==> config.mk <==
export PLATFORM = sky130hd
export DESIGN_NAME = ntt_buf_top
export DESIGN_NICKNAME = d
export VERILOG_FILES = /design/src/verilog/ntt_buf_pkg.sv /design/src/verilog/sram_lane.sv /design/src/verilog/xform_ctrl.sv /design/src/verilog/stream_loader.sv /design/src/verilog/stream_unloader.sv /design/src/verilog/ntt_buf_top.sv
export SDC_FILE = /design/constraint.sdc
export NUM_CORES = 1
export LEC_CHECK = 0
export BUFFER_PORTS_ARGS = -buffer_cell sky130_fd_sc_hd__clkbuf_2
export CAP_MARGIN = 10
export CELL_PAD_IN_SITES_DETAIL_PLACEMENT = 0
export CELL_PAD_IN_SITES_GLOBAL_PLACEMENT = 2
export CORE_MARGIN = 3
export CORE_UTILIZATION = 46
export CTS_BUF_LIST = sky130_fd_sc_hd__clkbuf_2 sky130_fd_sc_hd__clkbuf_4 sky130_fd_sc_hd__clkbuf_8
export DETAILED_ROUTE_END_ITERATION = 8
export GPL_ROUTABILITY_DRIVEN = 0
export MAX_ROUTING_LAYER = met4
export PLACE_DENSITY = 0.89
export SYNTH_ARGS = -nofsm -noshare
export SYNTH_HDL_FRONTEND = slang
export SYNTH_HIERARCHICAL = 1
export SYNTH_SLANG_ARGS = --single-unit
==> constraint.sdc <==
create_clock -name axi_clk -period 3.4 [get_ports axi_clk]
set_input_delay 0.51 -clock axi_clk [delete_from_list [all_inputs] [get_ports axi_clk]]
set_output_delay 0.51 -clock axi_clk [all_outputs]
set_load 0.005 [all_outputs]
==> src/verilog/ntt_buf_pkg.sv <==
`default_nettype none

package ntt_buf_pkg;

  localparam int WORD_W      = 64;  // Block memory word
  localparam int AXIS_W      = 32;  // Stream beat
  localparam int NUM_LANES   = 8;
  localparam int LANE_W      = 8;
  localparam int COEF_W      = 16;  // NTT coefficient
  localparam int AXIL_ADDR_W = 12;

  localparam logic [AXIL_ADDR_W-1:0] STATUS_ADDR = 12'h000;

  // Command bits 3:2 that open a block
  localparam logic [1:0] CMD_START = 2'b01;

  // Complex sample, x arrives first on the stream
  typedef struct packed {
    logic [AXIS_W-1:0] y;
    logic [AXIS_W-1:0] x;
  } fft_word_t;

  typedef struct packed {
    logic [WORD_W-COEF_W-1:0] pad;
    logic [COEF_W-1:0]        coef;
  } ntt_word_t;

  // Same memory word seen in either format
  typedef union packed {
    fft_word_t fft;
    ntt_word_t ntt;
  } mem_word_t;

endpackage

`default_nettype wire

==> src/verilog/sram_lane.sv <==
`timescale 1ns/10ps
`default_nettype none

module sram_lane #(
  parameter int ADDR_W = 4
) (
  input  logic                           axi_clk,
  input  logic                           wr_en,
  input  logic [ADDR_W-1:0]              wr_addr,
  input  logic [ntt_buf_pkg::LANE_W-1:0] wr_byte,
  input  logic                           rd_en,
  input  logic [ADDR_W-1:0]              rd_addr,
  output logic [ntt_buf_pkg::LANE_W-1:0] rd_byte
);

  logic [ntt_buf_pkg::LANE_W-1:0] mem [2**ADDR_W];

  always_ff @(posedge axi_clk) begin
    if (wr_en) begin
      mem[wr_addr] <= wr_byte;
    end
  end

  // Registered read, data valid the cycle after rd_en
  always_ff @(posedge axi_clk) begin
    if (rd_en) begin
      rd_byte <= mem[rd_addr];
    end
  end

endmodule

`default_nettype wire

==> src/verilog/xform_ctrl.sv <==
`timescale 1ns/10ps
`default_nettype none

module xform_ctrl (
  input  logic                                axi_clk,
  input  logic                                axi_reset_n,
  input  logic                                ss_tvalid,
  input  logic [3:0]                          ss_tdata,     // Command bits only
  output logic                                cmd_ready,
  output logic                                load_start,
  output logic                                unload_start,
  output logic                                fmt_ntt,
  input  logic                                load_done,
  input  logic                                unload_done,
  input  logic                                awvalid,
  input  logic [ntt_buf_pkg::AXIL_ADDR_W-1:0] awaddr,
  input  logic                                wvalid,
  input  logic [ntt_buf_pkg::AXIS_W-1:0]      wdata,
  output logic                                awready,
  output logic                                wready,
  input  logic                                arvalid,
  input  logic [ntt_buf_pkg::AXIL_ADDR_W-1:0] araddr,
  output logic                                arready,
  output logic                                rvalid,
  input  logic                                rready,
  output logic [ntt_buf_pkg::AXIS_W-1:0]      rdata
);

  localparam logic [1:0] PH_CMD    = 2'd0;
  localparam logic [1:0] PH_LOAD   = 2'd1;
  localparam logic [1:0] PH_UNLOAD = 2'd2;
  localparam logic [1:0] PH_DONE   = 2'd3;

  logic [1:0]                          phase;
  logic                                start_cmd;
  logic                                restart;
  logic [ntt_buf_pkg::AXIL_ADDR_W-1:0] rd_addr_q;

  // Bit 0 of the command is ignored, bit 1 selects NTT
  assign start_cmd = ss_tvalid && cmd_ready && (ss_tdata[3:2] == ntt_buf_pkg::CMD_START);

  // Address and data are taken together in one cycle
  assign awready = awvalid && wvalid;
  assign wready  = awvalid && wvalid;
  assign restart = awready && (awaddr == ntt_buf_pkg::STATUS_ADDR) && wdata[0];

  always_ff @(posedge axi_clk or negedge axi_reset_n) begin
    if (!axi_reset_n) begin
      phase        <= PH_CMD;
      cmd_ready    <= 1'b0;
      load_start   <= 1'b0;
      unload_start <= 1'b0;
      fmt_ntt      <= 1'b0;
    end else begin
      load_start   <= 1'b0;
      unload_start <= 1'b0;
      case (phase)
        PH_CMD: begin
          cmd_ready <= !start_cmd;  // Any other beat is just dropped
          if (start_cmd) begin
            phase      <= PH_LOAD;
            fmt_ntt    <= ss_tdata[1];
            load_start <= 1'b1;
          end
        end
        PH_LOAD: begin
          if (load_done) begin
            phase        <= PH_UNLOAD;
            unload_start <= 1'b1;
          end
        end
        PH_UNLOAD: begin
          if (unload_done) begin
            phase <= PH_DONE;
          end
        end
        default: begin
          if (restart) begin
            phase     <= PH_CMD;
            cmd_ready <= 1'b1;
          end
        end
      endcase
    end
  end

  // One read outstanding at a time
  assign arready = !rvalid;

  always_ff @(posedge axi_clk or negedge axi_reset_n) begin
    if (!axi_reset_n) begin
      rvalid <= 1'b0;
    end else if (arvalid && arready) begin
      rvalid <= 1'b1;
    end else if (rready) begin
      rvalid <= 1'b0;
    end
  end

  always_ff @(posedge axi_clk) begin
    if (arvalid && arready) begin
      rd_addr_q <= araddr;
    end
  end

  assign rdata = (rd_addr_q == ntt_buf_pkg::STATUS_ADDR) ?
                 ntt_buf_pkg::AXIS_W'(phase == PH_DONE) : '0;

endmodule

`default_nettype wire

==> src/verilog/stream_loader.sv <==
`timescale 1ns/10ps
`default_nettype none

module stream_loader #(
  parameter int BLOCK_WORDS = 16
) (
  input  logic                           axi_clk,
  input  logic                           axi_reset_n,
  input  logic                           load_start,
  input  logic                           fmt_ntt,
  input  logic                           ss_tvalid,
  input  logic [ntt_buf_pkg::AXIS_W-1:0] ss_tdata,
  output logic                           in_ready,
  output logic                           wr_en,
  output logic [$clog2(BLOCK_WORDS)-1:0] wr_addr,
  output ntt_buf_pkg::mem_word_t         wr_data,
  output logic                           load_done
);

  localparam int ADDR_W = $clog2(BLOCK_WORDS);

  logic                           beat;
  logic                           y_phase;   // Next FFT beat completes a word
  logic                           last_word;
  logic [ADDR_W-1:0]              word_cnt;
  logic [ntt_buf_pkg::AXIS_W-1:0] x_hold;

  assign beat      = ss_tvalid && in_ready;
  assign wr_en     = beat && (fmt_ntt || y_phase);
  assign wr_addr   = word_cnt;
  assign last_word = (word_cnt == ADDR_W'(BLOCK_WORDS - 1));

  always_comb begin
    if (fmt_ntt) begin
      wr_data.ntt.pad  = '0;
      wr_data.ntt.coef = ss_tdata[ntt_buf_pkg::COEF_W-1:0];
    end else begin
      wr_data.fft.x = x_hold;
      wr_data.fft.y = ss_tdata;   // y goes straight in with the held x
    end
  end

  always_ff @(posedge axi_clk or negedge axi_reset_n) begin
    if (!axi_reset_n) begin
      in_ready  <= 1'b0;
      y_phase   <= 1'b0;
      word_cnt  <= '0;
      load_done <= 1'b0;
    end else begin
      load_done <= 1'b0;
      if (load_start) begin
        in_ready <= 1'b1;
        y_phase  <= 1'b0;
        word_cnt <= '0;
      end else begin
        if (beat && !fmt_ntt) begin
          y_phase <= !y_phase;
        end
        if (wr_en) begin
          word_cnt <= word_cnt + 1'b1;
          if (last_word) begin
            in_ready  <= 1'b0;
            load_done <= 1'b1;
          end
        end
      end
    end
  end

  always_ff @(posedge axi_clk) begin
    if (beat && !fmt_ntt && !y_phase) begin
      x_hold <= ss_tdata;
    end
  end

endmodule

`default_nettype wire

==> src/verilog/stream_unloader.sv <==
`timescale 1ns/10ps
`default_nettype none

module stream_unloader #(
  parameter int BLOCK_WORDS = 16
) (
  input  logic                           axi_clk,
  input  logic                           axi_reset_n,
  input  logic                           unload_start,
  input  logic                           fmt_ntt,
  output logic                           rd_en,
  output logic [$clog2(BLOCK_WORDS)-1:0] rd_addr,
  input  ntt_buf_pkg::mem_word_t         rd_word,
  output logic                           sm_tvalid,
  input  logic                           sm_tready,
  output logic [ntt_buf_pkg::AXIS_W-1:0] sm_tdata,
  output logic                           sm_tlast,
  output logic                           unload_done
);

  localparam int ADDR_W = $clog2(BLOCK_WORDS);
  localparam int BEAT_W = ADDR_W + 1;   // FFT block is twice as many beats

  logic                   rd_active;
  logic                   in_flight;
  ntt_buf_pkg::mem_word_t word_buf [2];
  ntt_buf_pkg::mem_word_t head;
  logic                   wr_ptr;
  logic                   rd_ptr;
  logic [1:0]             count;
  logic [1:0]             occupancy;
  logic                   hi_half;       // FFT y beat is next
  logic [BEAT_W-1:0]      beat_cnt;
  logic [BEAT_W-1:0]      last_beat;
  logic                   beat;
  logic                   word_pop;

  assign head      = word_buf[rd_ptr];
  assign sm_tvalid = (count != 2'd0);
  assign beat      = sm_tvalid && sm_tready;
  assign word_pop  = beat && (fmt_ntt || hi_half);

  // Buffered words plus the one on its way from the lanes
  assign occupancy = count + {1'b0, in_flight};
  assign rd_en     = rd_active && ((occupancy != 2'd2) || word_pop);

  assign last_beat = fmt_ntt ? BEAT_W'(BLOCK_WORDS - 1) : BEAT_W'(2 * BLOCK_WORDS - 1);
  assign sm_tlast    = sm_tvalid && (beat_cnt == last_beat);
  assign unload_done = beat && sm_tlast;

  always_comb begin
    if (fmt_ntt) begin
      sm_tdata = {{(ntt_buf_pkg::AXIS_W - ntt_buf_pkg::COEF_W){1'b0}}, head.ntt.coef};
    end else begin
      sm_tdata = hi_half ? head.fft.y : head.fft.x;
    end
  end

  always_ff @(posedge axi_clk or negedge axi_reset_n) begin
    if (!axi_reset_n) begin
      rd_active <= 1'b0;
      in_flight <= 1'b0;
      rd_addr   <= '0;
      wr_ptr    <= 1'b0;
      rd_ptr    <= 1'b0;
      count     <= 2'd0;
      hi_half   <= 1'b0;
      beat_cnt  <= '0;
    end else begin
      in_flight <= rd_en;
      if (unload_start) begin
        rd_active <= 1'b1;
        rd_addr   <= '0;
        hi_half   <= 1'b0;
        beat_cnt  <= '0;
      end else begin
        if (rd_en) begin
          rd_addr <= rd_addr + 1'b1;
          if (rd_addr == ADDR_W'(BLOCK_WORDS - 1)) begin
            rd_active <= 1'b0;
          end
        end
        if (beat) begin
          beat_cnt <= beat_cnt + 1'b1;
          if (!fmt_ntt) begin
            hi_half <= !hi_half;
          end
        end
      end
      if (in_flight) begin
        wr_ptr <= !wr_ptr;
      end
      if (word_pop) begin
        rd_ptr <= !rd_ptr;
      end
      count <= count + {1'b0, in_flight} - {1'b0, word_pop};
    end
  end

  always_ff @(posedge axi_clk) begin
    if (in_flight) begin
      word_buf[wr_ptr] <= rd_word;
    end
  end

endmodule

`default_nettype wire

==> src/verilog/ntt_buf_top.sv <==
`timescale 1ns/10ps
`default_nettype none

module ntt_buf_top #(
  parameter int BLOCK_WORDS = 16
) (
  input  logic                                axi_clk,
  input  logic                                axi_reset_n,
  input  logic                                ss_tvalid,
  output logic                                ss_tready,
  input  logic [ntt_buf_pkg::AXIS_W-1:0]      ss_tdata,
  input  logic                                ss_tlast,  // Block length comes from the command
  output logic                                sm_tvalid,
  input  logic                                sm_tready,
  output logic [ntt_buf_pkg::AXIS_W-1:0]      sm_tdata,
  output logic                                sm_tlast,
  input  logic                                awvalid,
  input  logic [ntt_buf_pkg::AXIL_ADDR_W-1:0] awaddr,
  output logic                                awready,
  input  logic                                wvalid,
  input  logic [ntt_buf_pkg::AXIS_W-1:0]      wdata,
  output logic                                wready,
  input  logic                                arvalid,
  input  logic [ntt_buf_pkg::AXIL_ADDR_W-1:0] araddr,
  output logic                                arready,
  output logic                                rvalid,
  input  logic                                rready,
  output logic [ntt_buf_pkg::AXIS_W-1:0]      rdata
);

  localparam int ADDR_W = $clog2(BLOCK_WORDS);
  localparam int LW     = ntt_buf_pkg::LANE_W;

  wire                             cmd_ready;
  wire                             in_ready;
  wire                             load_start;
  wire                             load_done;
  wire                             unload_start;
  wire                             unload_done;
  wire                             fmt_ntt;
  wire                             wr_en;
  wire [ADDR_W-1:0]                wr_addr;
  wire [ntt_buf_pkg::WORD_W-1:0]   wr_bus;
  wire                             rd_en;
  wire [ADDR_W-1:0]                rd_addr;
  wire [ntt_buf_pkg::WORD_W-1:0]   rd_bus;

  // Controller takes commands, loader takes data
  assign ss_tready = cmd_ready | in_ready;

  xform_ctrl xform_ctrl_inst (
    .axi_clk      (axi_clk),
    .axi_reset_n  (axi_reset_n),
    .ss_tvalid    (ss_tvalid),
    .ss_tdata     (ss_tdata[3:0]),
    .cmd_ready    (cmd_ready),
    .load_start   (load_start),
    .unload_start (unload_start),
    .fmt_ntt      (fmt_ntt),
    .load_done    (load_done),
    .unload_done  (unload_done),
    .awvalid      (awvalid),
    .awaddr       (awaddr),
    .wvalid       (wvalid),
    .wdata        (wdata),
    .awready      (awready),
    .wready       (wready),
    .arvalid      (arvalid),
    .araddr       (araddr),
    .arready      (arready),
    .rvalid       (rvalid),
    .rready       (rready),
    .rdata        (rdata)
  );

  stream_loader #(.BLOCK_WORDS(BLOCK_WORDS)) stream_loader_inst (
    .axi_clk     (axi_clk),
    .axi_reset_n (axi_reset_n),
    .load_start  (load_start),
    .fmt_ntt     (fmt_ntt),
    .ss_tvalid   (ss_tvalid),
    .ss_tdata    (ss_tdata),
    .in_ready    (in_ready),
    .wr_en       (wr_en),
    .wr_addr     (wr_addr),
    .wr_data     (wr_bus),
    .load_done   (load_done)
  );

  for (genvar i = 0; i < ntt_buf_pkg::NUM_LANES; i++) begin : g_lane
    sram_lane #(.ADDR_W(ADDR_W)) sram_lane_inst (
      .axi_clk (axi_clk),
      .wr_en   (wr_en),
      .wr_addr (wr_addr),
      .wr_byte (wr_bus[i*LW +: LW]),
      .rd_en   (rd_en),
      .rd_addr (rd_addr),
      .rd_byte (rd_bus[i*LW +: LW])
    );
  end

  stream_unloader #(.BLOCK_WORDS(BLOCK_WORDS)) stream_unloader_inst (
    .axi_clk      (axi_clk),
    .axi_reset_n  (axi_reset_n),
    .unload_start (unload_start),
    .fmt_ntt      (fmt_ntt),
    .rd_en        (rd_en),
    .rd_addr      (rd_addr),
    .rd_word      (rd_bus),
    .sm_tvalid    (sm_tvalid),
    .sm_tready    (sm_tready),
    .sm_tdata     (sm_tdata),
    .sm_tlast     (sm_tlast),
    .unload_done  (unload_done)
  );

endmodule

`default_nettype wire

## Word-level counts from Yosys, hierarchy flattened

Memories as Yosys holds them, arrays and structs flattened. A register that Yosys moved wholly into a read port is not among the register bits.
Cells that the tools add are included.

| operators by class | value |
|---|---|
| add/subtract/negate cells | 5 |
| eq/ne operators | 12 |
| multiplexer cells | 42 |
| bitwise operators | 2 |
| reduce and logical (&&, ||, !) cells | 45 |

Operators by type and width:

| cell | number |
|---|---|
| 2-to-1 mux 32 bit | 2 |
| 2-to-1 mux 64 bit | 1 |
| 2-to-1 mux 1 bit | 26 |
| logical NOT 12 bit | 2 |
| nonzero test 2 bit | 9 |
| 2-to-1 mux 4 bit | 4 |
| logical AND 1 bit | 15 |
| 2-to-1 mux 5 bit | 3 |
| AND reduction 2 bit | 5 |
| adder 4 x 1 -> 4 bit, second input constant | 2 |
| equality test 4 bit, second input constant | 2 |
| 2-to-1 mux 2 bit | 4 |
| != test 2 x 1 -> 1 bit, second input constant | 4 |
| logical NOT 1 bit | 7 |
| case mux 2 bit (3 select lines) | 1 |
| adder 5 x 1 -> 5 bit, second input constant | 1 |
| equality test 5 bit | 1 |
| equality test 2 x 1 -> 1 bit, second input constant | 2 |
| equality test 2 bit, second input constant | 2 |
| AND reduction 4 bit | 1 |
| nonzero test 4 bit | 1 |
| logical OR 1 bit | 3 |
| adder 2 x 1 -> 2 bit | 1 |
| logical NOT 2 bit | 1 |
| 6 further kinds | 6 |

| storage, ports and cells | value |
|---|---|
| flip-flop bits (word level) | 74 |
| memory bits (writable) | 1152 |
| input port bits | 97 |
| output and inout port bits | 71 |
| word-level logic and storage cells | 135 |
| memories kept | 9 |

Memories:

| name | depth | width | read ports | clocked after Yosys merged registers in | wr ports | RTL line | source |
|---|---|---|---|---|---|---|---|
| g_lane[0].sram_lane_inst.mem | 16 | 8 | 1 | 1 | 1 | sram_lane.sv:16 | `logic [ntt_buf_pkg::LANE_W-1:0] mem [2**ADDR_W];` |
| g_lane[1].sram_lane_inst.mem | 16 | 8 | 1 | 1 | 1 | sram_lane.sv:16 |  |
| g_lane[2].sram_lane_inst.mem | 16 | 8 | 1 | 1 | 1 | sram_lane.sv:16 |  |
| g_lane[3].sram_lane_inst.mem | 16 | 8 | 1 | 1 | 1 | sram_lane.sv:16 |  |
| g_lane[4].sram_lane_inst.mem | 16 | 8 | 1 | 1 | 1 | sram_lane.sv:16 |  |
| g_lane[5].sram_lane_inst.mem | 16 | 8 | 1 | 1 | 1 | sram_lane.sv:16 |  |
| +3 memories | - | - | - | - | - | - |  |

## Depth between registers and ports, before layout

| depth | value |
|---|---|
| word-level depth | 7 |
| mapped depth | 6 |
| gate-level depth less buffers | 6 |

## Hierarchy

Netlist, hierarchy kept.

Modules (own cells, without submodules):

| module | times used | cells an instance | area each (µm²) | sequential area each (µm²) |
|---|---|---|---|---|
| sram_lane | 8 | 229 | 5227.5 | 4083.9 |
| stream_unloader | 1 | 263 | 5546.6 | 4244.1 |
| stream_loader | 1 | 133 | 1778.0 | 1136.1 |
| xform_ctrl | 1 | 88 | 1063.5 | 535.5 |
| ntt_buf_top | 1 | 1 | 6.3 | 0.0 |

## Worst setup path after synthesis

Ideal clock, no wire load.

| timing | value |
|---|---|
| kind | register -> register |
| start | reg stream_unloader_inst.wr_ptr |
| end | mem stream_unloader_inst/word_buf[0][0] (netlist bit) (enable) |
| setup time | 0.494 ns |
| data arrival time | 3.247 ns |
| required time | 2.906 ns |
| setup slack | -0.341 ns |
| cell stages (with the launch flop) | 2 |
| path buffers | 0 |
| clock period less this slack | 3.741 ns |
| cells stage by stage | dfrtp_1 -> nor2b_1 |

RTL lines:

| what | RTL line | source |
|---|---|---|
| start: declaration | stream_unloader.sv:28 | `logic wr_ptr;` |
| start signal: assignment | stream_unloader.sv:91 | `wr_ptr <= !wr_ptr;` |
| end: declaration | stream_unloader.sv:26 | `ntt_buf_pkg::mem_word_t word_buf [2];` |

Straight into the memory's write port.

## Worst setup path after layout

| timing | value |
|---|---|
| start | reg stream_unloader_inst.hi_half |
| end | out sm_tdata[8] (netlist bit) |

| between the ends | value |
|---|---|
| cells in the longest elaborated chain, start to end | 2 |

RTL lines:

| what | RTL line | source |
|---|---|---|
| start: declaration | stream_unloader.sv:32 | `logic hi_half;` |
| start signal: assignment | stream_unloader.sv:86 | `hi_half <= !hi_half;` |
| 2-to-1 mux 32 bit | stream_unloader.sv:55 | `sm_tdata = hi_half ? head.fft.y : head.fft.x;` |
| 2-to-1 mux 32 bit | stream_unloader.sv:52 | `if (fmt_ntt) begin` |
| end: declaration | ntt_buf_top.sv:15 | `output logic [ntt_buf_pkg::AXIS_W-1:0] sm_tdata,` |

Every way passes these cells.

==> out/qor.csv <==
stage,metric,value,unit
run_status,status,finished clean,
clock_network,clk sinks,1290,
setup_path,R2R Setup Slk,820,ps
synthesis,syn avg cell area,21.7,um2
drt,via count,23800,
global_routing,global-route wire length before repair,153000,um
setup_path,Crit Path Class,flip-flop to primary output,
min_path,HP Start,ss_tvalid,
sta,final period utilization,93.7,%
placement,Buffers on Ports,104,
global_routing,vias in the first global route,25000,
pwr,LEAKAGE,18.7,nW
setup_path,Max Fanout on Critical Path,17,
setup_path,Worst Setup End Kind,primary output,
global_routing,GR Overflow Total,0,
synthesis,adder-cell share of the synthesized area,0.224,%
synthesis,post-synthesis mux area share,14.3,%
placement,HPWL after DPL,63200,um
drt,drt via density,5.61,
sta,Setup WS post-layout,214,ps
drt,Residual DRC,0,
synthesis,post-synthesis simple-gate area fraction,4.04,%
synthesis,area share of the largest cell type after synthesis,75.3,%
drt,drt total wl,101000,um
setup_path,reg-to-reg startpoint,stream_loader_inst/wr_addr[3],
flow_run,max-cap check violation count,0,
sta,final setup TNS,0,ps
sta,WHS,139,ps
synthesis,Ys Warns,6,
synthesis,Mapped Cells,2317,
final_layout,area grow syn2layout,13.6,%
setup_path,"Slowest-stage cell, CP",mux4_2,
clock_network,CTS root buf,clkbuf_8,
pwr,overall power,31.1,mW
min_path,Hold Crit Depth,4,
clock_network,postcts setup bufs,0,
min_path,min-delay worst type,primary input to flip-flop,
setup_path,CP Cell Sequence,"buf_6, nor2b_2, buf_4, mux4_2, clkbuf_2",
setup_path,Worst EP arrival,2680,ps
floorplanning,Horiz. Die Dim,336,um
setup_path,Critical Path RT,2890,ps
clock_network,CTS Buf Count,195,
sta,actual slew at the worst max-slew pin,1200,ps
floorplanning,Die Height,336,um
global_routing,antenna violations before repair,2,
clock_network,H-tree levels,4,
clock_network,clock latency on the worst-skew pair,860,ps
sta,Max Fclk,314,MHz
synthesis,Synth Area in XOR/XNOR,0.172,%
placement,pre-CTS WS,604,ps
synthesis,commonest cells in the synthesized netlist,"edfxtp_1, mux4_2, a22oi_1, nor2_1, mux4_1",
sta,relative slew slack,20.1,%
clock_network,CTS tree,done,
setup_path,RR Endpoint,g_lane[6].sram_lane_inst/mem[2][6],
sta,final-report max-slew violation count,0,
pwr,Peak VDD IR,0.355,mV
global_routing,Tot GR Track Use,18.5,%
sta,Setup-failing EPs final,0,
synthesis,most area-consuming cells after synthesis,"edfxtp_1, mux4_2, mux4_1",
floorplanning,die footprint,0.113,mm2
synthesis,Synth async-reset ratio,2.33,%
final_layout,nets,2795,
synthesis,main combinational cell family by area after synthesis,multiplexers,
drt,initial DRC count,2056,
synthesis,most frequent cell after synthesis,edfxtp_1,
sta,clock skew,50.2,ps
synthesis,post-synth cell types,53,
synthesis,"Seq/Total Area, Yosys",76.8,%
floorplanning,Initial Utilization,46.6,%
setup_path,R2R cell count,3,
setup_path,"Largest stage delay, worst path",460,ps
final_layout,layout cell share with drive strength beyond 1,26.3,%
drt,WL per Instance,23.8,um
synthesis,number of synthesized register bits,1290,
sta,Fin. Hold Viols,0,
clock_network,clock transition at the registers of the reported paths,60,ps
synthesis,compound-cell area share of the yosys netlist,2.31,%
floorplanning,floorplan row count,120,
synthesis,"EDFF count, synth",1260,
drt,post-route ant nets,0,
synthesis,Synth area leader,edfxtp_1,
synthesis,Post-Syn Area,0.0502,mm2
global_routing,largest net degree at the start of global routing,65,
sta,post-layout min period,3190,ps
setup_path,startpoint type of the worst setup path,flip-flop,
min_path,Hold Path End,stream_loader_inst/y_phase,
sta,RSZ-0062 raised after global routing,no,
pwr,Power Density,545,mW/mm2
clock_network,CTS max path bufs,3,
floorplanning,core area,0.108,mm2
synthesis,most common flop cell mapped by yosys,edfxtp_1,
drt,detailed-router iteration count before antenna repair,5,
floorplanning,Ports,168,
## critical path: cells and delay by family, from the launching register on
kind	cells	cell delay, ps
buffers and inverters	3	760
DFF	1	420
and+or+nand+nor	1	200
muxes	1	460
## stage by stage
step / area (um2) / cells / util, %
after floorplan: 50300 / 2347 / -
after global placement: 52800 / 3848 / 49.0
after detailed placement: 52800 / 3848 / 49.0
after CTS: 57000 / 4241 / 53.0
after global routing: 57000 / 4242 / 53.0
final: 57000 / 4242 / 53.0
## cell type report
| type | count | area [um2] |
|---|---|---|
| fillers | 7942 | 50600 |
| flip-flops and latches | 1290 | 38600 |
| multi-input cells | 914 | 10700 |
| clock buffers | 259 | 3160 |
| repair buffers | 275 | 2150 |
| well taps | 1403 | 1760 |
| clock inverters | 87 | 608 |
| inverters | 13 | 48.8 |
| diodes | 1 | 2.50 |
## layout by cell type (no fill, tap or decap), types with 7 or more instances in the layout
master,instances
or3b_2,8
a21oi_1,7
and2b_1,8
nor2b_1,76
dlygate4sd3_1,47
clkbuf_2,104
nor3_1,35
inv_1,12
nor2_1,115
buf_12,18
a22oi_1,128
ha_1,9
clkbuf_8,195
mux4_2,176
conb_1,31
buf_4,105
clkbuf_4,64
dfrtp_1,24
mux4_1,112
mux2_2,16
nand3_1,12
nand2b_1,19
clkinv_1,47
nand2_1,78
nand3b_1,16
and2_1,10
edfxtp_1,1260
clkinv_2,19
## registers in the layout, summed over array words and instances (netlist names), 2 cells and up
register                       count
stream_unloader_inst/beat_cnt      5
g_lane.sram_lane_inst/mem       1024
xform_ctrl_inst/phase              2
stream_unloader_inst/word_buf    128
stream_unloader_inst/rd_addr       4
xform_ctrl_inst/rd_addr_q         12
stream_loader_inst/x_hold         32
stream_unloader_inst/count         2
g_lane.sram_lane_inst/rd_byte     64
stream_loader_inst/wr_addr         4
## power by group
part | switching [mW] | total (mW) | leakage [nW] | internal, mW
logic | 0.755 | 1.44 | 5.04 | 0.683
registers | 0.0959 | 17.5 | 11.7 | 17.4
clock network | 5.69 | 12.2 | 1.99 | 6.47
## kinds of logic (layout without fill, tap and decap cells)
logic type      Yosys count  after routing
mux                     311            311
buf+inv                 143            634
fa+ha+maj                 9              9
simple gates            398            398
compound gates          156            156
xor+xnor                  9              9
other cells               1             32
flops                  1290           1290
## routing by layer
metal	track usage (%)	wire (um)	share of wire, %
met1	23.3	39700	39
met2	30.3	51700	51
met3	3.94	6720	6.7
met4	6.15	2600	2.6
met5	-	0	0
## worst max path at each step
| stage | startpoint | to | depth (start not counted) |
|---|---|---|---|
| final | stream_unloader_inst/hi_half | sm_tdata[8] | 5 |
| after global routing | stream_unloader_inst/hi_half | sm_tdata[13] | 5 |
| after CTS | stream_unloader_inst/hi_half | sm_tdata[13] | 5 |
| after detailed placement | ss_tvalid | g_lane[6].sram_lane_inst/mem[2][7] | 6 |
| after global placement | ss_tvalid | g_lane[5].sram_lane_inst/mem[2][6] | 6 |
| after floorplan | ss_tvalid | g_lane[0].sram_lane_inst/mem[0][0] | 4 |
## timing repair
action                                  in CTS  in global routing
endpoints found under the setup margin       0                  4
hold buffers                                47                  0
hold endpoints to repair                    77                  0
resized for setup                            0                  1
Note: power is estimated with default switching activity, not from simulation.
